[src/rtl/spi_regs_cfg.svh]
/*
  spi control register block configuration
  frame geometry, synchronizer depth, peripheral count and reset values
*/
`ifndef SPI_REGS_CFG_SVH
`define SPI_REGS_CFG_SVH

// bits per spi frame, address byte then value byte
`define SPI_FRAME_BITS 16

// bit counter width
// wide enough to tell an overlong frame from a good one
`define SPI_CNT_BITS 6

// synchronizer flops on every async spi pin
`define SPI_SYNC_STAGES 2

// routed peripherals behind cs2_n
`define NUM_PERIPH 4

// control register width, set nibble and clear nibble
`define CTRL_BITS 4

// dac held in reset with ldac high until the host configures it
// bits are {rst, uni_bip_b, uni_bip_a, ldac}
`define DAC_CTRL_RESET {`CTRL_BITS{1'b1}}

`endif

[src/rtl/spi_regs_pkg.sv]
/*
  spi control register types
  register addresses, control nibble type and receiver states
*/
`include "spi_regs_cfg.svh"

package spi_regs_pkg;

  // register address byte, upper byte of a frame
  typedef enum logic [7:0] {
    // power-up clear, leaves dac and mux alone
    ADDR_POWERUP  = 8'd6,
    ADDR_LED      = 8'd7,
    // number to one-hot peripheral select
    ADDR_SPI_MUX  = 8'd8,
    ADDR_DAC      = 8'd9,
    // soft reset of all registers
    ADDR_SOFT_RST = 8'd11,
    ADDR_ADC      = 8'd14
  } reg_addr_e;

  // one control register, also the set or clear half of a value byte
  typedef logic [`CTRL_BITS-1:0] ctrl_nibble_t;

  // frame receiver fsm
  typedef enum logic [1:0] {
    // waiting for cs_n to fall
    IDLE,
    // cs_n low, bits coming in
    SHIFT,
    // frame held, wr_req high
    REQ,
    // wr_req low, waiting for the bank to drop wr_ack
    WAIT_ACK_LOW
  } rx_state_e;

endpackage

[src/rtl/ctrl_reg_bank.sv]
/*
  control register bank
  set/clear/toggle writes to led, dac and adc control, peripheral select
  soft reset and power-up clear, combinational read decode
*/
`timescale 1ns/100ps
`include "spi_regs_cfg.svh"

module ctrl_reg_bank (
  input  logic                       clk,
  input  logic                       rst_n,
  input  logic                       wr_req,
  output logic                       wr_ack,
  input  logic [7:0]                 wr_addr,
  input  logic [7:0]                 wr_data,
  input  logic [7:0]                 rd_addr,
  output logic [7:0]                 rd_data,
  output spi_regs_pkg::ctrl_nibble_t led,
  output spi_regs_pkg::ctrl_nibble_t dac_ctrl,
  output spi_regs_pkg::ctrl_nibble_t adc_ctrl,
  output logic [`NUM_PERIPH-1:0]     spi_sel
);

  logic                       wr_take;
  spi_regs_pkg::ctrl_nibble_t set_bits;
  spi_regs_pkg::ctrl_nibble_t clr_bits;

  // bits in both nibbles toggle, everything else untouched
  // otherwise set first then clear
  function automatic spi_regs_pkg::ctrl_nibble_t apply_set_clr(
    input spi_regs_pkg::ctrl_nibble_t cur,
    input spi_regs_pkg::ctrl_nibble_t set_b,
    input spi_regs_pkg::ctrl_nibble_t clr_b
  );
    spi_regs_pkg::ctrl_nibble_t both;
    both = set_b & clr_b;
    if (both != '0)
      return cur ^ both;
    else
      return (cur | set_b) & ~clr_b;
  endfunction

  // n in 1..NUM_PERIPH picks bit n-1
  // zero or out of range deselects all
  function automatic logic [`NUM_PERIPH-1:0] decode_sel(input logic [7:0] num);
    logic [`NUM_PERIPH-1:0] sel;
    sel = '0;
    for (int i = 0; i < `NUM_PERIPH; i++)
    begin
      if (num == 8'(i + 1))
        sel[i] = 1'b1;
    end
    return sel;
  endfunction

  ////////////////////////////////////////
  // write handshake

  // ack follows req one clk later, so a write is taken once
  assign wr_take  = wr_req & ~wr_ack;
  // low nibble sets, high nibble clears
  assign set_bits = wr_data[`CTRL_BITS-1:0];
  assign clr_bits = wr_data[2*`CTRL_BITS-1:`CTRL_BITS];

  always_ff @(posedge clk or negedge rst_n)
  begin
    if (!rst_n)
      wr_ack <= 1'b0;
    else
      wr_ack <= wr_req;
  end

  ////////////////////////////////////////
  // registers

  always_ff @(posedge clk or negedge rst_n)
  begin
    if (!rst_n)
    begin
      led      <= '0;
      dac_ctrl <= `DAC_CTRL_RESET;
      adc_ctrl <= '0;
      spi_sel  <= '0;
    end
    else if (wr_take)
    begin
      case (spi_regs_pkg::reg_addr_e'(wr_addr))
        spi_regs_pkg::ADDR_LED:
          led <= apply_set_clr(led, set_bits, clr_bits);
        spi_regs_pkg::ADDR_DAC:
          dac_ctrl <= apply_set_clr(dac_ctrl, set_bits, clr_bits);
        spi_regs_pkg::ADDR_ADC:
          adc_ctrl <= apply_set_clr(adc_ctrl, set_bits, clr_bits);
        spi_regs_pkg::ADDR_SPI_MUX:
          spi_sel <= decode_sel(wr_data);
        spi_regs_pkg::ADDR_SOFT_RST:
        begin
          led      <= '0;
          dac_ctrl <= '0;
          adc_ctrl <= '0;
          spi_sel  <= '0;
        end
        // dac already set up before the rails come on
        spi_regs_pkg::ADDR_POWERUP:
        begin
          led      <= '0;
          adc_ctrl <= '0;
        end
        default:
          ;
      endcase
    end
  end

  ////////////////////////////////////////
  // read decode

  // zero-extended, unmapped addresses read 0
  always_comb
  begin
    case (spi_regs_pkg::reg_addr_e'(rd_addr))
      spi_regs_pkg::ADDR_LED:     rd_data = 8'(led);
      spi_regs_pkg::ADDR_SPI_MUX: rd_data = 8'(spi_sel);
      spi_regs_pkg::ADDR_DAC:     rd_data = 8'(dac_ctrl);
      spi_regs_pkg::ADDR_ADC:     rd_data = 8'(adc_ctrl);
      default:                    rd_data = 8'h00;
    endcase
  end

endmodule

[src/rtl/periph_spi_mux.sv]
/*
  peripheral spi router
  select latched between transfers, chip-select and miso muxing on cs2_n
*/
`timescale 1ns/100ps
`include "spi_regs_cfg.svh"

module periph_spi_mux (
  input  logic                   clk,
  input  logic                   rst_n,
  input  logic                   cs2_n,
  input  logic [`NUM_PERIPH-1:0] spi_sel,
  input  logic                   fpga_miso,
  input  logic [`NUM_PERIPH-1:0] periph_miso,
  output logic [`NUM_PERIPH-1:0] periph_cs_n,
  output logic                   miso
);

  logic [`SPI_SYNC_STAGES-1:0] cs2_sync;
  logic                        cs2_s;
  logic [`NUM_PERIPH-1:0]      sel_q;

  ////////////////////////////////////////
  // active select

  always_ff @(posedge clk or negedge rst_n)
  begin
    if (!rst_n)
    begin
      cs2_sync <= '1;
      sel_q    <= '0;
    end
    else
    begin
      cs2_sync <= {cs2_sync[`SPI_SYNC_STAGES-2:0], cs2_n};
      // follow the bank only between routed transfers
      if (cs2_s)
        sel_q <= spi_sel;
    end
  end

  assign cs2_s = cs2_sync[`SPI_SYNC_STAGES-1];

  ////////////////////////////////////////
  // routing, straight from the pin

  // cs2 high means not asserted, all peripherals off
  assign periph_cs_n = cs2_n ? '1 : ~sel_q;

  // fpga readback unless a peripheral is routed
  assign miso = cs2_n ? fpga_miso : |(sel_q & periph_miso);

endmodule

[src/rtl/spi_ctrl_top.sv]
/*
  spi control register block top
  frame receiver, register bank and peripheral router on the board pins
*/
`timescale 1ns/100ps
`include "spi_regs_cfg.svh"

module spi_ctrl_top (
  input  logic                       clk,
  input  logic                       rst_n,
  input  logic                       sclk,
  input  logic                       cs_n,
  input  logic                       mosi,
  input  logic                       cs2_n,
  output logic                       miso,
  input  logic [`NUM_PERIPH-1:0]     periph_miso,
  output logic [`NUM_PERIPH-1:0]     periph_cs_n,
  output logic [`NUM_PERIPH-1:0]     periph_sclk,
  output logic [`NUM_PERIPH-1:0]     periph_mosi,
  output spi_regs_pkg::ctrl_nibble_t led,
  output spi_regs_pkg::ctrl_nibble_t dac_ctrl,
  output spi_regs_pkg::ctrl_nibble_t adc_ctrl
);

  // write handshake
  logic                   wr_req;
  logic                   wr_ack;
  logic [7:0]             wr_addr;
  logic [7:0]             wr_data;
  // readback path
  logic [7:0]             rd_addr;
  logic [7:0]             rd_data;
  // fpga's own miso before the router
  logic                   fpga_miso;
  logic [`NUM_PERIPH-1:0] spi_sel;

  ////////////////////////////////////////
  // clock and data fan-out

  // not muxed, chip-select alone picks the listener
  assign periph_sclk = {`NUM_PERIPH{sclk}};
  assign periph_mosi = {`NUM_PERIPH{mosi}};

  ////////////////////////////////////////
  // blocks

  spi_frame_rx rx0 (
    .clk     (clk),
    .rst_n   (rst_n),
    .sclk    (sclk),
    .cs_n    (cs_n),
    .mosi    (mosi),
    .miso    (fpga_miso),
    .wr_req  (wr_req),
    .wr_ack  (wr_ack),
    .wr_addr (wr_addr),
    .wr_data (wr_data),
    .rd_addr (rd_addr),
    .rd_data (rd_data)
  );

  ctrl_reg_bank bank0 (
    .clk      (clk),
    .rst_n    (rst_n),
    .wr_req   (wr_req),
    .wr_ack   (wr_ack),
    .wr_addr  (wr_addr),
    .wr_data  (wr_data),
    .rd_addr  (rd_addr),
    .rd_data  (rd_data),
    .led      (led),
    .dac_ctrl (dac_ctrl),
    .adc_ctrl (adc_ctrl),
    .spi_sel  (spi_sel)
  );

  // router sits on the board miso pin
  periph_spi_mux mux0 (
    .clk         (clk),
    .rst_n       (rst_n),
    .cs2_n       (cs2_n),
    .spi_sel     (spi_sel),
    .fpga_miso   (fpga_miso),
    .periph_miso (periph_miso),
    .periph_cs_n (periph_cs_n),
    .miso        (miso)
  );

endmodule

[src/rtl/spi_frame_rx.sv]
/*
  spi frame receiver, spi mode 0 slave sampled on clk
  shifts in address and value, shifts readback out on miso
  and hands complete 16-bit frames to the register bank
*/
`timescale 1ns/100ps
`include "spi_regs_cfg.svh"

module spi_frame_rx (
  input  logic       clk,
  input  logic       rst_n,
  input  logic       sclk,
  input  logic       cs_n,
  input  logic       mosi,
  output logic       miso,
  output logic       wr_req,
  input  logic       wr_ack,
  output logic [7:0] wr_addr,
  output logic [7:0] wr_data,
  output logic [7:0] rd_addr,
  input  logic [7:0] rd_data
);

  logic [`SPI_SYNC_STAGES-1:0] sclk_sync;
  logic [`SPI_SYNC_STAGES-1:0] cs_sync;
  logic [`SPI_SYNC_STAGES-1:0] mosi_sync;
  logic                        sclk_s;
  logic                        cs_s;
  logic                        mosi_s;
  logic                        sclk_d;
  logic                        cs_d;
  logic                        sclk_rise;
  logic                        sclk_fall;
  logic                        cs_rise;
  logic                        cs_fall;
  logic [`SPI_CNT_BITS-1:0]    bit_cnt;
  logic                        addr_done;
  logic                        frame_ok;
  logic [`SPI_FRAME_BITS-1:0]  rx_shift;
  logic [7:0]                  tx_shift;
  spi_regs_pkg::rx_state_e     state_q;
  spi_regs_pkg::rx_state_e     state_d;

  ////////////////////////////////////////
  // pin synchronizers and edge detect

  always_ff @(posedge clk or negedge rst_n)
  begin
    if (!rst_n)
    begin
      sclk_sync <= '0;
      // cs idles high
      cs_sync   <= '1;
      mosi_sync <= '0;
      sclk_d    <= 1'b0;
      cs_d      <= 1'b1;
    end
    else
    begin
      sclk_sync <= {sclk_sync[`SPI_SYNC_STAGES-2:0], sclk};
      cs_sync   <= {cs_sync[`SPI_SYNC_STAGES-2:0], cs_n};
      mosi_sync <= {mosi_sync[`SPI_SYNC_STAGES-2:0], mosi};
      sclk_d    <= sclk_s;
      cs_d      <= cs_s;
    end
  end

  assign sclk_s    = sclk_sync[`SPI_SYNC_STAGES-1];
  assign cs_s      = cs_sync[`SPI_SYNC_STAGES-1];
  assign mosi_s    = mosi_sync[`SPI_SYNC_STAGES-1];
  // mode 0, sample on rise and change on fall
  assign sclk_rise = sclk_s & ~sclk_d;
  assign sclk_fall = ~sclk_s & sclk_d;
  assign cs_rise   = cs_s & ~cs_d;
  assign cs_fall   = ~cs_s & cs_d;

  ////////////////////////////////////////
  // bit counter and input shifter

  // saturates so a long frame never wraps back to 16
  always_ff @(posedge clk or negedge rst_n)
  begin
    if (!rst_n)
      bit_cnt <= '0;
    else if (cs_fall)
      bit_cnt <= '0;
    else if (!cs_s && sclk_rise && bit_cnt != '1)
      bit_cnt <= bit_cnt + 1'b1;
  end

  // eighth bit arriving on this rise
  assign addr_done = (bit_cnt == `SPI_CNT_BITS'(7));
  assign frame_ok  = (bit_cnt == `SPI_CNT_BITS'(`SPI_FRAME_BITS));

  always_ff @(posedge clk)
  begin
    if (!cs_s && sclk_rise)
      rx_shift <= {rx_shift[`SPI_FRAME_BITS-2:0], mosi_s};
    // address byte held for the bank read decode
    if (!cs_s && sclk_rise && addr_done)
      rd_addr <= {rx_shift[6:0], mosi_s};
    // frame captured for the write handshake
    if (state_q == spi_regs_pkg::SHIFT && cs_rise && frame_ok)
    begin
      wr_addr <= rx_shift[`SPI_FRAME_BITS-1 -: 8];
      wr_data <= rx_shift[7:0];
    end
  end

  ////////////////////////////////////////
  // readback shifter

  // zeros during the address byte, readback loaded after bit 8
  always_ff @(posedge clk or negedge rst_n)
  begin
    if (!rst_n)
      tx_shift <= '0;
    else if (cs_s)
      tx_shift <= '0;
    else if (sclk_fall)
    begin
      if (bit_cnt == `SPI_CNT_BITS'(8))
        tx_shift <= rd_data;
      else
        tx_shift <= {tx_shift[6:0], 1'b0};
    end
  end

  // msb first
  assign miso = tx_shift[7];

  ////////////////////////////////////////
  // frame fsm and write request

  always_comb
  begin
    state_d = state_q;
    case (state_q)
      spi_regs_pkg::IDLE:
        if (cs_fall)
          state_d = spi_regs_pkg::SHIFT;
      // bad bit count goes straight back to idle
      spi_regs_pkg::SHIFT:
        if (cs_rise)
          state_d = frame_ok ? spi_regs_pkg::REQ : spi_regs_pkg::IDLE;
      spi_regs_pkg::REQ:
        if (wr_ack)
          state_d = spi_regs_pkg::WAIT_ACK_LOW;
      spi_regs_pkg::WAIT_ACK_LOW:
        if (!wr_ack)
          state_d = spi_regs_pkg::IDLE;
      default:
        state_d = spi_regs_pkg::IDLE;
    endcase
  end

  // a frame starting before idle is never seen and so dropped
  always_ff @(posedge clk or negedge rst_n)
  begin
    if (!rst_n)
      state_q <= spi_regs_pkg::IDLE;
    else
      state_q <= state_d;
  end

  assign wr_req = (state_q == spi_regs_pkg::REQ);

endmodule

[config.mk]
export PLATFORM = sky130hd
export DESIGN_NAME = spi_ctrl_top
export DESIGN_NICKNAME = d
export VERILOG_FILES = /design/src/rtl/spi_regs_pkg.sv /design/src/rtl/ctrl_reg_bank.sv /design/src/rtl/periph_spi_mux.sv /design/src/rtl/spi_ctrl_top.sv /design/src/rtl/spi_frame_rx.sv
export VERILOG_INCLUDE_DIRS = /design/src /design/src/rtl
export SDC_FILE = /design/constraint.sdc
export NUM_CORES = 1
export LEC_CHECK = 0
export ABC_AREA = 1
export BUFFER_PORTS_ARGS = -buffer_cell sky130_fd_sc_hd__buf_2
export CORE_MARGIN = 3
export CORE_UTILIZATION = 40
export DETAILED_ROUTE_END_ITERATION = 10
export PLACE_DENSITY = 0.59
export SYNTH_ARGS = -nofsm -noshare
export SYNTH_HDL_FRONTEND = slang
export SYNTH_SLANG_ARGS = --single-unit
[constraint.sdc]
create_clock -name clk -period 3.1 [get_ports clk]
set_clock_uncertainty 0.1 [all_clocks]
set_input_delay 0.62 -clock clk [delete_from_list [all_inputs] [get_ports clk]]
set_output_delay 0.62 -clock clk [all_outputs]
set_load 0.05 [all_outputs]
==> results.md <==
* Status: finished clean
* Setup Buffers After CTS at 0
* WP data required at 2380 ps
* Clock transition at the registers of the reported paths at 90 ps
* Util after Layout at 0.464
* Hold Violations, Final at 0
* Clock latency on the worst-skew pair at 360 ps
* Grt total ovfl at 0
* ANT nets after route at 0
* Final GP Congestion at 0.837
* CTS H-Tree Depth at 3
* CP top delay family: buffers and inverters
* Via count at 2999
* Die area at 0.0115 sq mm
* R2R Path End: rx0.wr_addr[2]
* Unrepaired setup endpoints after global routing: no
* GR Util All Layers at 0.151
* F_max at 0.478 GHz
* Largest net degree at the start of global routing at 33
* Post-Syn Area at 0.00409 sq mm
* Mux cell area share after synthesis at 0.0110
* Avg Cell Area, Syn at 9.40 sq um
* DRT iter0 DRCs at 136
* Crit end category: primary output
* Initial Util at 0.415
* Post-synthesis xor/xnor area fraction at 0.0107
* WL/cell at 13.5 um
* Final WL at 8220 um
* Final nets at 484
* Synthesized Nets at 447
* Max-capacitance violation count at 0
* Ant diodes at 0
* Cell variety after synth at 36
* Critical path data arrival time at 1370 ps
* I/O Buffers at 34
* Core Rows at 36
* Power per Cell Area at 493 mW/mm^2
* Peak supply drop at 0.193 mV
* Synth Register Bits at 87
* DRC violations left at 0
* Initial antenna violation count at 0
* CTS tree: done
* CTS max path bufs at 2
* Fin Setup TNS at 0 ps
* Yosys warning total at 0
* Slew Limit Fails at 0
* Via/cell ratio at 4.92
* CTS resizes at 0
* Core Region at 0.00986 sq mm
* Cell type contributing the most total cell area after synthesis: edfxtp_1
* Fillers at 953
* Post-layout min period at 2090 ps
* Reg2reg path depth at 7
* Worst-path maximum fanout at 5
* Static leakage at 2.02 nW
* Most used cell, CP: buf_2
* Crit path buffers/inverters at 3
* First-pass GRT wire length at 13400 um
* Yosys top cell area share at 0.294
* First-pass DRT Iterations at 4
* Slew Limit Headroom at 0.506
* Root buf cell: clkbuf_8
* Crit Path Class: in -> out
* Worst Hold Class: in -> async
* Die width at 107 um
* Share of cells above drive strength 1 at 0.191
* Synth top area cells: edfxtp_1, dfrtp_1, nand2_1
* Cts bufs inserted at 9
* Slowest stage cell, crit path: buf_2
* IO Pins at 35
* Worst-path cell chain: buf_2 -> inv_1 -> nor2_1 -> a41oi_1 -> buf_2
* Area share of and/or/nand/nor cells after synthesis at 0.229
* Setup slack, reg-to-reg at 1280 ps
* Synth Area in Adders at 0.00612
* Cells after synthesis at 435
* Crit-path max cell delay at 290 ps
* Cts hold-fix bufs at 0
* Vias in the first global route at 2784
* Final period util at 0.675
* CP startpoint kind: primary input
* Synth Area in Compound Gates at 0.0796
* Die Span Y at 107 um
* Dpl hpwl at 5930 um
* Setup violators final at 0
* Seq/Total Area, Yosys at 0.584
* Largest family of logic cells by synthesized area: simple AND/OR/NAND/NOR gates
* Area Overhead vs Synth at 12.0%
* Clock Sink Count at 87
* RR Startpoint: rx0.bit_cnt[0]
* Worst Max-Slew Pin Slew at 734 ps
==> synthesized netlist by cell type (all sizes together) <==
library cell    n
nor4            3
a21boi          1
o31ai           1
o21ai          41
nand4           5
nor2           46
xnor2           1
nand3          43
edfxtp         40
ha              2
a41oi           1
mux2            4
dfstp           9
buf            13
xor2            4
o32ai           2
and2            1
nor3            7
nand2         103
a21oi          10
dfrtp          38
o22ai           1
inv            59
==> flip-flops by register name, indices dropped and copies added, names as in the netlist, 6 cells and up, named ones only <==
name	cells
rx0.wr_data	8
rx0.tx_shift	8
rx0.rx_shift	16
rx0.bit_cnt	6
rx0.rd_addr	8
rx0.wr_addr	8
==> power breakdown <==
part / switching [mW] / internal (mW)
Clock: 0.412 / 0.462
Combinational: 0.0893 / 0.0362
Sequential: 0.0245 / 1.23
==> cell usage in the layout, fill, tap and decap left out, types with 2 or more instances in the layout <==
cell type	count
dfstp_2	9
nand2_1	94
dfrtp_1	38
nand2_4	2
nor2_2	4
xor2_1	4
buf_2	34
nand2_2	7
o32ai_1	2
nand3_1	42
inv_1	54
nor4_1	3
inv_2	5
edfxtp_1	40
ha_1	2
nor2_1	41
a21oi_1	9
mux2_2	4
nor3_1	5
buf_4	5
inv_6	3
nand4_1	5
clkbuf_8	9
bufinv_16	2
o21ai_1	22
o21ai_0	18
==> final cells by class <==
class                   count  area [sq um]  share of cell area
repair buffers             39           208              0.0454
clock buffers              10           128              0.0279
flip-flops and latches     87          2390               0.522
inverters                  59           221              0.0484
clock inverters             6          91.3              0.0199
multi-input cells         276          1380               0.301
well taps                 133           166              0.0363
==> through the flow <==
step | setup slack (ps) | hold slack (ps) | total power [mW] | std cells | area, sq um
after floorplan | 529 | 224 | 1.37 | 435 | 4090
after global placement | 1060 | 233 | 1.41 | 594 | 4360
after detailed placement | 1010 | 237 | 1.41 | 594 | 4360
after CTS | 1000 | 214 | 2.28 | 610 | 4580
after global routing | 931 | 240 | 2.36 | 610 | 4580
final | 1010 | 197 | 2.26 | 610 | 4580
==> routing by layer <==
layer	up-vias	global-route usage	wire length [um]
met5	-	0	0
met4	0	0.0566	161
met3	13	0.0415	367
met2	68	0.240	3830
met1	1421	0.196	3860
li1	1497	-	-
==> worst max path at each step <==
| stage | to | cells past startpoint | start |
|---|---|---|---|
| 3_3_place_gp | miso | 5 | cs2_n |
| 2_1_floorplan | rx0.rd_addr[0] | 3 | rx0.sclk_d |
| 4_1_cts | miso | 5 | cs2_n |
| 3_5_place_dp | miso | 5 | cs2_n |
| 5_1_grt | miso | 5 | cs2_n |
| 6_report | miso | 5 | cs2_n |
==> logic make-up (layout without fill, tap and decap cells) <==
logic type / count (synthesis) / after routing
AO/OA/AOI/OAI: 57 / 57
XOR/XNOR: 5 / 5
adder cells (fa/ha/maj): 2 / 2
buffers and inverters: 72 / 114
flip-flops: 87 / 87
multiplexers: 4 / 4
AND/OR/NAND/NOR: 208 / 208
Note: power is estimated with default switching activity, not from simulation.
